**src/hw/renameIdPkg.sv**
```systemverilog
////////////////////////////////////////
// Buffer ID space of the rename unit
// ID width, rename window bounds and
// physical buffer count with index type
////////////////////////////////////////

`default_nettype none

package renameIdPkg;

	////////////////////////////////////////
	// Architectural and physical IDs

	// Width of any buffer ID
	localparam int archIdWidth = 5;

	// One type for both architectural and physical IDs
	typedef logic [archIdWidth-1:0] archId_t;

	////////////////////////////////////////
	// Rename window

	// IDs in [renameBase, renameLimit) name global buffers
	localparam archId_t renameBase = archId_t'(8);
	localparam archId_t renameLimit = archId_t'(24);

	// Physical buffer n carries ID renameBase + n
	localparam int numBuffers = 8;

	// Index of one physical buffer
	typedef logic [$clog2(numBuffers)-1:0] bufIdx_t;

endpackage

`default_nettype wire

```
**src/hw/renameTablePkg.sv**
```systemverilog
////////////////////////////////////////
// Rename table geometry
// Depth, slot index and occupancy types
////////////////////////////////////////

`default_nettype none

package renameTablePkg;

	// Number of in-flight rename entries
	localparam int tableDepth = 8;

	// Ring slot index, wraps naturally at depth 8
	typedef logic [$clog2(tableDepth)-1:0] slotIdx_t;

	// Occupancy, 0 up to tableDepth inclusive
	typedef logic [$clog2(tableDepth+1)-1:0] count_t;

endpackage

`default_nettype wire

```
**src/hw/freeBufferList.sv**
```systemverilog
////////////////////////////////////////
// Free list of physical buffers
// In-use bits, lowest-free priority pick
////////////////////////////////////////

`timescale 1ns/1ps
`default_nettype none

module freeBufferList (
	input logic clock,
	input logic reset,

	// Take freeIdx this cycle
	input logic allocValid,

	// Return a buffer from the retiring entry
	input logic releaseValid,
	input renameIdPkg::bufIdx_t releaseIdx,

	// Lowest free buffer, valid while freeAvail
	output logic freeAvail,
	output renameIdPkg::bufIdx_t freeIdx
);

	// One bit per physical buffer, set while held by a table entry
	logic [renameIdPkg::numBuffers-1:0] inUse;

	////////////////////////////////////////
	// Lowest-index priority encoder

	// Scan top down so the lowest free index is the last written
	always_comb begin
		freeIdx = '0;
		for (int i = renameIdPkg::numBuffers - 1; i >= 0; i--) begin
			if (!inUse[i]) begin
				freeIdx = renameIdPkg::bufIdx_t'(i);
			end
		end
	end

	// Any zero bit means a buffer can be handed out
	assign freeAvail = ~(&inUse);

	////////////////////////////////////////
	// In-use state

	// Alloc and release never target the same bit
	// alloc picks a clear bit, release names a set one
	always_ff @(posedge clock) begin
		if (reset) begin
			inUse <= '0;
		end else begin
			if (releaseValid) begin
				inUse[releaseIdx] <= 1'b0;
			end
			if (allocValid) begin
				inUse[freeIdx] <= 1'b1;
			end
		end
	end

	// Table must only hand back buffers it actually holds
	releaseHeldOnly: assert property (@(posedge clock) disable iff (reset)
		releaseValid |-> inUse[releaseIdx]);

	// Issue logic must gate allocation on freeAvail
	allocOnlyWhenFree: assert property (@(posedge clock) disable iff (reset)
		allocValid |-> freeAvail);

endmodule

`default_nettype wire

```
**src/hw/renameTable.sv**
```systemverilog
////////////////////////////////////////
// In-order rename table
// Ring of entries, head/tail pointers,
// occupancy count and full/empty status
////////////////////////////////////////

`timescale 1ns/1ps
`default_nettype none

module renameTable (
	input logic clock,
	input logic reset,

	// New entry from the issue stage, written at the tail
	input logic writeValid,
	input renameIdPkg::archId_t writeDst,
	input renameIdPkg::archId_t writePhys,
	input logic writeRenamed,
	input renameIdPkg::bufIdx_t writeBuf,

	// Release channel, retires the head entry
	input logic relValid,
	output logic relReady,

	// Status
	output logic full,
	output logic empty,
	output logic tableFull,

	// Entry view for the source lookup
	output logic [renameTablePkg::tableDepth-1:0] entryValid,
	output renameIdPkg::archId_t entryDst [renameTablePkg::tableDepth],
	output renameIdPkg::archId_t entryPhys [renameTablePkg::tableDepth],
	output renameTablePkg::slotIdx_t tailIdx,

	// Buffer returned to the free list
	output logic releaseValid,
	output renameIdPkg::bufIdx_t releaseIdx
);

	// Per-entry buffer ownership
	logic entryRenamed [renameTablePkg::tableDepth];
	renameIdPkg::bufIdx_t entryBuf [renameTablePkg::tableDepth];

	renameTablePkg::slotIdx_t headIdx;
	renameTablePkg::count_t count;
	renameTablePkg::count_t countNext;
	logic relFire;

	////////////////////////////////////////
	// Handshake and status

	assign tableFull = (count == renameTablePkg::count_t'(renameTablePkg::tableDepth));
	assign relReady = (count != '0);
	assign relFire = relValid & relReady;

	// Only renamed entries own a buffer
	assign releaseValid = relFire & entryRenamed[headIdx];
	assign releaseIdx = entryBuf[headIdx];

	// Write and release on one edge cancel in the count
	always_comb begin
		countNext = count;
		if (writeValid && !relFire) begin
			countNext = count + 1'b1;
		end else if (!writeValid && relFire) begin
			countNext = count - 1'b1;
		end
	end

	////////////////////////////////////////
	// Ring control state

	always_ff @(posedge clock) begin
		if (reset) begin
			headIdx <= '0;
			tailIdx <= '0;
			count <= '0;
			entryValid <= '0;
			full <= 1'b0;
			empty <= 1'b1;
		end else begin
			count <= countNext;
			full <= (countNext == renameTablePkg::count_t'(renameTablePkg::tableDepth));
			empty <= (countNext == '0);
			if (relFire) begin
				entryValid[headIdx] <= 1'b0;
				headIdx <= headIdx + 1'b1;
			end
			// Head and tail coincide only when empty or full, so no clash here
			if (writeValid) begin
				entryValid[tailIdx] <= 1'b1;
				tailIdx <= tailIdx + 1'b1;
			end
		end
	end

	// Entry payload, meaningful only under entryValid
	always_ff @(posedge clock) begin
		if (writeValid) begin
			entryDst[tailIdx] <= writeDst;
			entryPhys[tailIdx] <= writePhys;
			entryRenamed[tailIdx] <= writeRenamed;
			entryBuf[tailIdx] <= writeBuf;
		end
	end

	// Issue stage must see tableFull before writing
	noWriteWhenFull: assert property (@(posedge clock) disable iff (reset)
		writeValid |-> !tableFull);

	// A retired head must be a live entry
	noReleaseWhenEmpty: assert property (@(posedge clock) disable iff (reset)
		relFire |-> entryValid[headIdx]);

endmodule

`default_nettype wire

```
**src/hw/sourceLookup.sv**
```systemverilog
////////////////////////////////////////
// Source rename lookup
// Youngest in-flight producer of reqSrc
////////////////////////////////////////

`timescale 1ns/1ps
`default_nettype none

module sourceLookup (
	input renameIdPkg::archId_t reqSrc,

	// Current table contents, before this cycle's write
	input logic [renameTablePkg::tableDepth-1:0] entryValid,
	input renameIdPkg::archId_t entryDst [renameTablePkg::tableDepth],
	input renameIdPkg::archId_t entryPhys [renameTablePkg::tableDepth],
	input renameTablePkg::slotIdx_t tailIdx,

	// Physical source, reqSrc itself when nothing matches
	output renameIdPkg::archId_t srcPhys
);

	// Hit per slot
	logic [renameTablePkg::tableDepth-1:0] hit;

	always_comb begin
		for (int i = 0; i < renameTablePkg::tableDepth; i++) begin
			hit[i] = entryValid[i] && (entryDst[i] == reqSrc);
		end
	end

	////////////////////////////////////////
	// Age ranking from the tail

	// Age 0 is the slot just behind the tail, the youngest entry
	// Walk oldest to youngest so the youngest hit is written last
	always_comb begin
		renameTablePkg::slotIdx_t slot;
		srcPhys = reqSrc;
		for (int age = renameTablePkg::tableDepth - 1; age >= 0; age--) begin
			slot = tailIdx - renameTablePkg::slotIdx_t'(age) - 1'b1;
			if (hit[slot]) begin
				srcPhys = entryPhys[slot];
			end
		end
	end

endmodule

`default_nettype wire

```
**src/hw/renameIssue.sv**
```systemverilog
////////////////////////////////////////
// Issue stage of the rename unit
// Acceptance, destination rename and
// the one-deep response register
////////////////////////////////////////

`timescale 1ns/1ps
`default_nettype none

module renameIssue (
	input logic clock,
	input logic reset,

	// Request channel from the decoder
	input logic reqValid,
	output logic reqReady,
	input renameIdPkg::archId_t reqDst,
	input renameIdPkg::archId_t reqSrc,

	// Response channel
	output logic rspValid,
	input logic rspReady,
	output renameIdPkg::archId_t rspDst,
	output renameIdPkg::archId_t rspSrc,

	// Table and free list state
	input logic tableFull,
	input logic freeAvail,
	input renameIdPkg::bufIdx_t freeIdx,
	input renameIdPkg::archId_t srcPhys,

	// Side effects of an accepted request
	output logic allocValid,
	output logic writeValid,
	output renameIdPkg::archId_t writeDst,
	output renameIdPkg::archId_t writePhys,
	output logic writeRenamed,
	output renameIdPkg::bufIdx_t writeBuf
);

	logic inWindow;
	logic rspFree;
	logic accept;
	renameIdPkg::archId_t physDst;

	////////////////////////////////////////
	// Acceptance

	assign inWindow = (reqDst >= renameIdPkg::renameBase) && (reqDst < renameIdPkg::renameLimit);

	// Response slot empty or draining this cycle
	assign rspFree = !rspValid || rspReady;

	// Independent of reqValid by construction
	assign reqReady = !tableFull && rspFree && (!inWindow || freeAvail);
	assign accept = reqValid && reqReady;

	// Window IDs get the lowest free buffer, others pass through
	assign physDst = inWindow ? renameIdPkg::renameBase + renameIdPkg::archId_t'(freeIdx) : reqDst;

	assign allocValid = accept && inWindow;
	assign writeValid = accept;
	assign writeDst = reqDst;
	assign writePhys = physDst;
	assign writeRenamed = inWindow;
	assign writeBuf = freeIdx;

	////////////////////////////////////////
	// Response register

	always_ff @(posedge clock) begin
		if (reset) begin
			rspValid <= 1'b0;
		end else if (accept) begin
			rspValid <= 1'b1;
		end else if (rspReady) begin
			rspValid <= 1'b0;
		end
	end

	always_ff @(posedge clock) begin
		if (accept) begin
			rspDst <= physDst;
			rspSrc <= srcPhys;
		end
	end

	// Held response under back-pressure
	rspStable: assert property (@(posedge clock) disable iff (reset)
		rspValid && !rspReady |=> rspValid && $stable(rspDst) && $stable(rspSrc));

endmodule

`default_nettype wire

```
**src/hw/renameUnit.sv**
```systemverilog
////////////////////////////////////////
// Rename unit top level
// Issue stage, free list, rename table
// and source lookup
////////////////////////////////////////

`timescale 1ns/1ps
`default_nettype none

module renameUnit (
	input logic clock,
	input logic reset,

	// Request channel
	input logic reqValid,
	output logic reqReady,
	input renameIdPkg::archId_t reqDst,
	input renameIdPkg::archId_t reqSrc,

	// Response channel
	output logic rspValid,
	input logic rspReady,
	output renameIdPkg::archId_t rspDst,
	output renameIdPkg::archId_t rspSrc,

	// Release channel
	input logic relValid,
	output logic relReady,

	// Table status
	output logic full,
	output logic empty
);

	// Issue to free list
	logic allocValid;
	logic freeAvail;
	renameIdPkg::bufIdx_t freeIdx;

	// Issue to table
	logic writeValid;
	renameIdPkg::archId_t writeDst;
	renameIdPkg::archId_t writePhys;
	logic writeRenamed;
	renameIdPkg::bufIdx_t writeBuf;
	logic tableFull;

	// Table to lookup and free list
	logic [renameTablePkg::tableDepth-1:0] entryValid;
	renameIdPkg::archId_t entryDst [renameTablePkg::tableDepth];
	renameIdPkg::archId_t entryPhys [renameTablePkg::tableDepth];
	renameTablePkg::slotIdx_t tailIdx;
	logic releaseValid;
	renameIdPkg::bufIdx_t releaseIdx;

	// Lookup result back to issue
	renameIdPkg::archId_t srcPhys;

	renameIssue issue (
		.clock(clock), .reset(reset),
		.reqValid(reqValid), .reqReady(reqReady), .reqDst(reqDst), .reqSrc(reqSrc),
		.rspValid(rspValid), .rspReady(rspReady), .rspDst(rspDst), .rspSrc(rspSrc),
		.tableFull(tableFull), .freeAvail(freeAvail), .freeIdx(freeIdx),
		.srcPhys(srcPhys), .allocValid(allocValid), .writeValid(writeValid),
		.writeDst(writeDst), .writePhys(writePhys), .writeRenamed(writeRenamed),
		.writeBuf(writeBuf)
	);

	freeBufferList freeList (
		.clock(clock), .reset(reset), .allocValid(allocValid),
		.releaseValid(releaseValid), .releaseIdx(releaseIdx),
		.freeAvail(freeAvail), .freeIdx(freeIdx)
	);

	renameTable table0 (
		.clock(clock), .reset(reset),
		.writeValid(writeValid), .writeDst(writeDst), .writePhys(writePhys),
		.writeRenamed(writeRenamed), .writeBuf(writeBuf),
		.relValid(relValid), .relReady(relReady),
		.full(full), .empty(empty), .tableFull(tableFull),
		.entryValid(entryValid), .entryDst(entryDst), .entryPhys(entryPhys),
		.tailIdx(tailIdx), .releaseValid(releaseValid), .releaseIdx(releaseIdx)
	);

	// Sees the table before this cycle's write
	sourceLookup lookup (
		.reqSrc(reqSrc), .entryValid(entryValid), .entryDst(entryDst),
		.entryPhys(entryPhys), .tailIdx(tailIdx), .srcPhys(srcPhys)
	);

endmodule

`default_nettype wire

```
**config.mk**
```make
export PLATFORM = sky130hd
export DESIGN_NAME = renameUnit
export DESIGN_NICKNAME = d
export VERILOG_FILES = /design/src/hw/renameIdPkg.sv /design/src/hw/renameTablePkg.sv /design/src/hw/freeBufferList.sv /design/src/hw/renameTable.sv /design/src/hw/sourceLookup.sv /design/src/hw/renameIssue.sv /design/src/hw/renameUnit.sv
export SDC_FILE = /design/constraint.sdc
export NUM_CORES = 1
export LEC_CHECK = 0
export BUFFER_PORTS_ARGS = -buffer_cell sky130_fd_sc_hd__buf_4
export CAP_MARGIN = 20
export CORE_UTILIZATION = 50
export CTS_CLUSTER_DIAMETER = 100
export DETAILED_ROUTE_END_ITERATION = 6
export PLACE_DENSITY = 0.72
export SLEW_MARGIN = 20
export SYNTH_ARGS = -nofsm -noshare
export SYNTH_HDL_FRONTEND = slang
export SYNTH_SLANG_ARGS = --single-unit
```
**constraint.sdc**
```tcl
create_clock -name clock -period 9.9 [get_ports clock]
set_input_delay 0.495 -clock clock [delete_from_list [all_inputs] [get_ports clock]]
set_output_delay 0.495 -clock clock [all_outputs]
set_load 0.05 [all_outputs]
```
==> results_dict.tcl, run 1 <==
set metrics [dict create \
    clk_path_buf_depth 2 \
    fmax_mhz 256 \
    maxSlewViolCount 0 \
    yosys.area.top_type "edfxtp_1" \
    die_y_um 131 \
    rows 46 \
    final_core_util_pct 57.8 \
    ys_ff_latch 154 \
    gp_congestion 0.966 \
    dr.pass1.iters 6 \
    root_buffer "clkbuf_16" \
    routed_wl_um 18800 \
    critPathArrivalTime_ns 4.06 \
    drv_cap 0 \
    synthArstFlopShare_pct 0 \
    dieArea_sq_um 17100 \
    critPathCaptureType "register" \
    num_vias 5547 \
    cts_hold_buf 0 \
    postCtsSetupBuffers 0 \
    finalSetupViolCount 0 \
    cts_tree "built" \
    grt_usage_pct 23.5 \
    avgSynthCellArea_sq_um 12.4 \
    synth_commonest_cells "edfxtp_1 (122), nand2_1 (77), a21oi_1 (55)" \
    cts_htree_levels 4 \
    period_needed_ns 3.90 \
    clkLatencyLatePin_ns 0.42 \
    drt-initial-drc-count 643 \
    setup_tns_ns 0 \
    ys_top_cells_by_area "edfxtp_1 (44%), mux4_2 (13%), dfxtp_1 (7.7%)" \
    power.density_nw_per_um2 220 \
    synth-edff-count 122 \
    drtAntennaViolNets 0 \
    cts_sinks 154 \
    path_class "reg2reg" \
    start_kind "register" \
    cts.repair.resized 0 \
    yosys_most_used_dff "edfxtp_1" \
    worstMarginPinSlew_ns 1.07 \
    peakVddDrop_mv 0.137 \
    setup_slack_ns 6.00 \
    syn_area_sq_um 8300 \
    n_antenna_cell 0 \
    drc 0 \
    antenna_found_initial 0 \
    nets 707 \
    clk_pin_slew_ns 0.06 \
    core_sq_um 16100 \
    routedWlPerCell_um 20.6 \
    grt_max_degree 67 \
    syn_nets 692 \
    grt_pass1_vias 5362 \
    synth.distinct_cells 50 \
    vias_per_cell 6.08 \
    dp_hpwl_um 12600 \
    crit_fanout 46 \
    holdWs_ns 0.341 \
    syn_inst 668 \
    syn_to_final_growth_pct 11.8 \
    cts_made_buffers 17 \
    synth_most_common_cell "edfxtp_1" \
    grt_pass1_wl_um 29200 \
    relSlewSlack_pct 28.0 \
    yosysWarnings 0 \
    initial_utilization_pct 51.7 \
    place_ws_ns 6.02 \
    rsz0062_at_grt "false" \
    die_w_um 131 \
    num_io_pins 30 \
    port_buffers 29 \
    skew_ns 0.0104 \
    drive_gt1_share_pct 20.1 \
    hold_class "in2reg" \
    crit_required_ns 10.06 \
    yosys.area.top_type_share_pct 44.1 \
    overflow 0 \
    hold_viol 0 \
    period_share_pct 39.4 \
    ys_seq_area_share_pct 51.8 \
    p_leak_nw 3.27 \
    status "completed" \
]
registers in the layout, summed over array words and instances, names as in the netlist, named ones only:
| register | flops |
|---|---|
| table0.full | 1 |
| freeList.inUse | 8 |
| table0.entryPhys | 40 |
| table0.count | 4 |
| table0.headIdx | 3 |
| table0.empty | 1 |
| table0.entryValid | 8 |
| table0.tailIdx | 3 |
| issue.rspValid | 1 |
| issue.rspSrc | 5 |
| table0.entryDst | 40 |
| table0.entryBuf | 24 |
| issue.rspDst | 5 |
| table0.entryRenamed | 8 |
routing by layer:
layer	up-vias	global-route usage (%)	part of all wire [%]
met5	-	0	0
met4	0	9.67	2.5
met3	37	5.78	6.5
met2	207	37.9	49
met1	2762	30.5	42
li1	2541	-	-
placed cells by master, fill, tap and decap left out, types with 17 or more instances in the layout:
cell type / count
edfxtp_1: 122
nand2_1: 77
a21oi_1: 55
mux4_2: 48
nor2_1: 46
buf_4: 34
xor2_1: 33
dfxtp_1: 31
mux2i_1: 30
o21ai_0: 29
inv_1: 17
clkbuf_16: 17
worst paths after layout:
path	from	to	slack, ns	depth (start not counted)
setup / recovery	table0.tailIdx[1]$_SDFFE_PP0P_	issue.rspSrc[2]$_DFFE_PP_	6.00	9
hold reg to reg	table0.entryValid[6]$_SDFF_PP0_	table0.entryValid[6]$_SDFF_PP0_	0.48	2
hold / removal	reqDst[0]	table0.entryDst[35]$_DFFE_PP_	0.34	1
setup reg to reg	table0.tailIdx[1]$_SDFFE_PP0P_	issue.rspSrc[2]$_DFFE_PP_	6.00	9
area by class of cell:
| class | count | area, sq um |
|---|---|---|
| clock inverters | 12 | 188 |
| multi-input cells | 456 | 3730 |
| repair buffers | 35 | 263 |
| well taps | 216 | 270 |
| fillers | 1245 | 6780 |
| inverters | 19 | 71.3 |
| flip-flops and latches | 154 | 4310 |
| clock buffers | 20 | 447 |
power by group:
group          total [mW]  internal, mW  switching, mW  leakage (nW)
Combinational       0.562         0.232          0.331          1.59
Clock               0.692         0.432          0.260         0.302
Sequential          0.789         0.753         0.0365          1.38
stage by stage:
| step | instances | cell area, sq um | power [mW] |
|---|---|---|---|
| floorplan | 668 | 8300 | 1.24 |
| global placement | 879 | 8640 | 1.35 |
| detailed placement | 879 | 8640 | 1.36 |
| CTS | 911 | 9270 | 2.05 |
| global route | 912 | 9280 | 2.13 |
| finish | 912 | 9280 | 2.04 |
worst max-delay path, cell delays in order (launching register included):
cell,delay (ns)
dfxtp_1,0.31
buf_4,0.28
clkinv_1,0.37
ha_2,1.18
mux4_2,0.62
nor2b_1,0.15
a211oi_2,0.21
a211oi_1,0.08
o311ai_1,0.29
o211ai_1,0.13
logic make-up (layout without fill, tap and decap cells):
group | count (synthesis) | after routing | synth area share [%]
and+or+nand+nor | 179 | 179 | 9.68
DFF | 154 | 154 | 51.8
AOI/OAI and AO/OA | 126 | 126 | 9.31
muxes | 92 | 92 | 19.1
buffers and inverters | 58 | 86 | 3.30
xor gates and xnor gates | 50 | 50 | 5.37
adders and majority gates | 9 | 9 | 1.36
Note: power is estimated with default switching activity, not from simulation.
==> inputs of run 2 (changes only) <==
--- a/config.mk
+++ b/config.mk
@@ -10,7 +10,7 @@
 export CORE_UTILIZATION = 50
 export CTS_CLUSTER_DIAMETER = 100
 export DETAILED_ROUTE_END_ITERATION = 6
-export PLACE_DENSITY = 0.72
+export PLACE_DENSITY = 0.74
 export SLEW_MARGIN = 20
 export SYNTH_ARGS = -nofsm -noshare
 export SYNTH_HDL_FRONTEND = slang
==> constraint.sdc (replaced) <==
create_clock -name clock -period 3.5 [get_ports clock]
set_input_delay 0.175 -clock clock [delete_from_list [all_inputs] [get_ports clock]]
set_output_delay 0.175 -clock clock [all_outputs]
set_load 0.05 [all_outputs]
==> run 2 against run 1 <==
Compared with the run above:
- worst hold slack worse by 0.32 ns
- critical path depth unchanged
- clock power rose to 2.7 times the previous value
- sequential power rose to 2.8 times the previous value
- power rose to 2.8 times the previous value
- clock skew down 0.0030 ns
- fmax up 29%
- setup slack worse by 5.5 ns
- flip-flop and latch count unchanged
- global-route usage up 1.7 points
- largest cell class unchanged
==> results_dict.tcl, run 2 (synthesis gave the netlist of run 1 again) <==
set metrics [dict create \
    status "completed" \
    finalSetupViolCount 0 \
    antenna_found_initial 0 \
    maxSlewViolCount 0 \
    fin_cells 926 \
    grt_pass1_vias 5793 \
    crit_fanout 6 \
    rsz0062_at_grt "false" \
    clkLatencyLatePin_ns 0.42 \
    grt_max_degree 35 \
    grt_pass1_wl_um 31400 \
    setup_tns_ns 0 \
    routed_wl_um 19900 \
    num_vias 5771 \
    path_class "reg2reg" \
    num-fill-cells 1280 \
    core_sq_um 16100 \
    period_share_pct 86.4 \
    total_power_mw 5.81 \
    cts_htree_levels 4 \
    root_buffer "clkbuf_16" \
    dieArea_sq_um 17100 \
    overflow 0 \
    routedWlPerCell_um 21.5 \
    max_stage_delay_ns 0.69 \
    hold_viol 0 \
    cts_made_buffers 17 \
    layout_commonest_cell "edfxtp_1" \
    skew_ns 0.00747 \
    reg_top3 "table0.entryDst: 40 flops, table0.entryPhys: 40 flops, table0.entryBuf: 24 flops" \
    drc 0 \
    num_io_pins 30 \
    cts_hold_buf 0 \
    grt_usage_pct 25.2 \
    vias_per_cell 6.23 \
    drv_cap 0 \
    holdWs_ns 0.0243 \
    n_antenna_cell 0 \
    drive_gt1_share_pct 21.5 \
    start_kind "register" \
    clk_pin_slew_ns 0.06 \
    cts_tree "built" \
    relSlewSlack_pct 30.4 \
    cp_top_family "multiplexers" \
    syn_to_final_growth_pct 12.8 \
    port_buffers 29 \
    placed_cells 895 \
    dp_hpwl_um 13500 \
    dr.pass1.iters 7 \
    peakVddDrop_mv 0.397 \
    rows 46 \
    cts.repair.resized 0 \
    postCtsSetupBuffers 0 \
    nets 722 \
    gp_congestion 0.860 \
    clk_path_buf_depth 2 \
    power.density_nw_per_um2 620 \
    final_cell_mix "edfxtp_1 (122), nand2_1 (77), a21oi_1 (55)" \
    critPathBufInv 1 \
    drtAntennaViolNets 0 \
    period_needed_ns 3.02 \
    crit_required_ns 3.66 \
    final_core_util_pct 58.3 \
    cts_sinks 154 \
    worstMarginPinSlew_ns 1.03 \
    cpMaxStageDelayCell "mux4_1" \
    critPathCaptureType "register" \
    initial_utilization_pct 51.7 \
    fmax_mhz 331 \
    hold_class "in2reg" \
    p_leak_nw 3.34 \
    drt-initial-drc-count 526 \
    worstPathCellList "xor2_1, nor4_1, and3_1, mux2i_1, mux4_1, inv_1, a211oi_1, o311ai_1, o211ai_1" \
    critPathArrivalTime_ns 3.18 \
    die_w_um 131 \
    die_y_um 131 \
]
-- run 2: changes by cell type in the layout (fill, tap and decap cells not counted), moves of 2 or more --
cell | previous run | this run
buf_4 | 34 | 50
clkinv_1 | 2 | 5
inv_6 | 3 | 1
clkinv_2 | 0 | 2
clkinvlp_4 | 2 | 0
-- run 2: worst register-to-register path, stage by stage (launching register included) --
cell and delay (ns):
edfxtp_1 0.39, xor2_1 0.17, nor4_1 0.42, and3_1 0.25
mux2i_1 0.12, mux4_1 0.69, inv_1 0.22, a211oi_1 0.07
o311ai_1 0.29, o211ai_1 0.14
-- run 2: final timing paths --
kind                                        start                         endpoint  slack (ns)  cells past startpoint
hold / removal                          reqDst[0]    table0.entryDst[20]$_DFFE_PP_        0.02                      1
setup / recovery    table0.entryDst[36]$_DFFE_PP_        issue.rspSrc[2]$_DFFE_PP_        0.48                      9
setup reg to reg    table0.entryDst[36]$_DFFE_PP_        issue.rspSrc[2]$_DFFE_PP_        0.48                      9
hold reg to reg   table0.entryValid[1]$_SDFF_PP0_  table0.entryValid[1]$_SDFF_PP0_        0.48                      2
-- run 2: where the power goes --
| part | total, mW | internal (mW) | leakage (nW) | switching (mW) |
|---|---|---|---|---|
| logic | 1.67 | 0.692 | 1.66 | 0.977 |
| clock network | 1.90 | 1.18 | 0.297 | 0.720 |
| registers | 2.24 | 2.13 | 1.38 | 0.112 |
| total | 5.81 | 4.00 | 3.34 | 1.81 |
-- run 2: per-stage QoR --
step	worst slack (ns)	area, sq um
after floorplan	0.0404	8300
after global placement	0.534	8760
after detailed placement	0.495	8760
after CTS	0.499	9360
after global routing	0.286	9370
final	0.475	9370
-- run 2: layout make-up --
| cell class | instances | area (sq um) | share of cell area (%) |
|---|---|---|---|
| clock buffers | 18 | 429 | 4.58 |
| clock inverters | 13 | 176 | 1.88 |
| inverters | 19 | 71.3 | 0.761 |
| multi-input cells | 456 | 3740 | 39.9 |
| flip-flops and latches | 154 | 4310 | 46.0 |
| well taps | 216 | 270 | 2.88 |
| repair buffers | 50 | 375 | 4.01 |
-- run 2: routing by layer --
layer	vias to the layer above	track usage [%]	wire [um]
met5	-	0	0
li1	2579	-	-
met1	2911	32.5	8360
met2	226	42.2	9830
met3	55	3.42	1010
met4	0	12.4	732
==> inputs of run 3 (changes only) <==
--- a/config.mk
+++ b/config.mk
@@ -5,12 +5,13 @@
 export SDC_FILE = /design/constraint.sdc
 export NUM_CORES = 1
 export LEC_CHECK = 0
-export BUFFER_PORTS_ARGS = -buffer_cell sky130_fd_sc_hd__buf_4
 export CAP_MARGIN = 20
 export CORE_UTILIZATION = 50
 export CTS_CLUSTER_DIAMETER = 100
 export DETAILED_ROUTE_END_ITERATION = 6
-export PLACE_DENSITY = 0.74
+export DONT_BUFFER_PORTS = 1
+export PLACE_DENSITY = 0.73
+export SKIP_CTS_REPAIR_TIMING = 1
 export SLEW_MARGIN = 20
 export SYNTH_ARGS = -nofsm -noshare
 export SYNTH_HDL_FRONTEND = slang
==> constraint.sdc (replaced) <==
create_clock -name clock -period 3.5 [get_ports clock]
set_input_delay 0.175 -clock clock [delete_from_list [all_inputs] [get_ports clock]]
set_output_delay 0.175 -clock clock [all_outputs]
set_load 0.01 [all_outputs]
==> run 3 against run 2 <==
Compared with the run above:
- via count shrank 2.4%
- count of clock-buffer cells in the layout grew 2
- critical path depth grew 4
- die area is the same
- global-route usage shrank 0.081 points
- non-clock buffer count shrank 20
- sequential power is essentially flat
- register-to-register slack is essentially flat
- combinational power shrank 14%
- fmax grew 0.25%
- critical path type unchanged
- first-iteration DRC count shrank 13%
- clock power shrank 13%
==> results_dict.tcl, run 3 (synthesis gave the netlist of run 1 again) <==
set metrics [dict create \
    status "completed" \
    drt-initial-drc-count 455 \
    num_io_pins 30 \
    initial_utilization_pct 51.7 \
    crit_fanout 8 \
    dr.pass1.iters 5 \
    antenna_found_initial 0 \
    max_stage_delay_ns 0.44 \
    drv_cap 0 \
    vias_per_cell 6.21 \
    relSlewSlack_pct 25.8 \
    critPathArrivalTime_ns 3.35 \
    grt_pass1_wl_um 31300 \
    grt_usage_pct 25.1 \
    num-fill-cells 1283 \
    drc 0 \
    peakVddDrop_mv 0.441 \
    cts_made_buffers 17 \
    setup_tns_ns 0 \
    core_sq_um 16100 \
    port_buffers 0 \
    period_needed_ns 3.02 \
    start_kind "register" \
    rsz0062_at_grt "false" \
    power.density_nw_per_um2 585 \
    final_cell_mix "edfxtp_1 (122), nand2_1 (77), a21oi_1 (55)" \
    grt_max_degree 35 \
    clk_path_buf_depth 2 \
    period_share_pct 86.2 \
    die_w_um 131 \
    finalSetupViolCount 0 \
    cts_htree_levels 4 \
    die_y_um 131 \
    clk_pin_slew_ns 0.06 \
    drtAntennaViolNets 0 \
    worstPathCellList "inv_1, ha_1, nand3b_1, nand2_1, a21oi_1, nand2_1, inv_1, buf_4, nand2_1, o22ai_1, xnor2_1, nor2_1, and2_1" \
    worstMarginPinSlew_ns 1.11 \
    crit_required_ns 3.83 \
    nets 702 \
    syn_to_final_growth_pct 10.3 \
    num_vias 5635 \
    maxSlewViolCount 0 \
    total_power_mw 5.36 \
    root_buffer "clkbuf_16" \
    drive_gt1_share_pct 18.1 \
    routedWlPerCell_um 21.7 \
    skew_ns 0.0108 \
    dp_hpwl_um 13500 \
    cpMaxStageDelayCell "dfxtp_1" \
    grt_pass1_vias 5778 \
    path_common_cell "nand2_1" \
    cts_tree "built" \
    hold_class "in2reg" \
    gp_congestion 0.840 \
    reg_top3 "table0.entryDst: 40 flops, table0.entryPhys: 40 flops, table0.entryBuf: 24 flops" \
    layout_commonest_cell "edfxtp_1" \
    overflow 0 \
    p_leak_nw 3.19 \
    hold_viol 0 \
    place_ws_ns 0.568 \
    rows 46 \
    path_class "reg2reg" \
    routed_wl_um 19700 \
    clkLatencyLatePin_ns 0.44 \
    setup_slack_ns 0.483 \
    cts_sinks 154 \
    fmax_mhz 331 \
    n_antenna_cell 0 \
    critPathCaptureType "register" \
    dieArea_sq_um 17100 \
]
==> run 3: cell types whose count changed in the layout (fill, tap and decap cells not counted) <==
cell           delta
buf_4            -27
dlygate4sd3_1     +7
bufinv_16         -4
inv_6             +3
clkbuf_1          +2
clkinvlp_4        +2
a21boi_1          +1
a21boi_2          -1
clkinv_1          -1
clkinv_2          -1
clkinv_4          -1
inv_8             +1
o21ai_0           +1
o21ai_1           -1
==> run 3: layout make-up <==
cell class | instances | area [sq um] | area share, %
multi-input cells | 456 | 3730 | 40.8
clock inverters | 12 | 91.3 | 0.998
clock buffers | 20 | 437 | 4.77
inverters | 19 | 71.3 | 0.779
flip-flops and latches | 154 | 4310 | 47.1
repair buffers | 30 | 243 | 2.65
well taps | 216 | 270 | 2.95
==> run 3: power by group <==
group	switching, mW	internal (mW)	total, mW
Clock	0.750	0.914	1.66
Sequential	0.124	2.13	2.25
Combinational	0.804	0.635	1.44
==> run 3: final timing paths <==
kind	startpoint	to	depth (start not counted)	slack, ns
worst max register to register	table0.count[0]$_SDFF_PP0_	table0.full$_SDFF_PP0_	13	0.48
worst max-delay path	table0.count[0]$_SDFF_PP0_	table0.full$_SDFF_PP0_	13	0.48
worst min-delay path	reqDst[4]	table0.entryPhys[13]$_DFFE_PP_	1	0.05
worst min register to register	table0.entryValid[6]$_SDFF_PP0_	table0.entryValid[6]$_SDFF_PP0_	2	0.48
==> run 3: critical path, delay by kind of cell (launching register included) <==
family / cells / cell delay (ns)
buf+inv: 3 / 0.60
simple gates: 6 / 0.88
xor+xnor: 1 / 0.19
flops: 1 / 0.44
fa+ha+maj: 1 / 0.24
compound gates: 2 / 0.56
==> run 3: per-stage QoR <==
step / hold WS, ns / instances / util (%) / cell area (sq um)
2_1_floorplan: 0.255 / 668 / - / 8300
3_3_place_gp: 0.245 / 868 / 53.3 / 8560
3_5_place_dp: 0.251 / 868 / 53.3 / 8560
4_1_cts: -0.216 / 900 / 56.6 / 9080
5_1_grt: 0.0446 / 907 / 57.0 / 9150
6_report: 0.0527 / 907 / 57.0 / 9150
==> run 3: metal layers <==
layer  wire length, um  GRT usage, %  vias up
met5                 0             0        -
li1                  -             -     2532
met3              1040          5.54       35
met2              9780          42.2      190
met1              8380          31.5     2878
met4               490          10.6        0
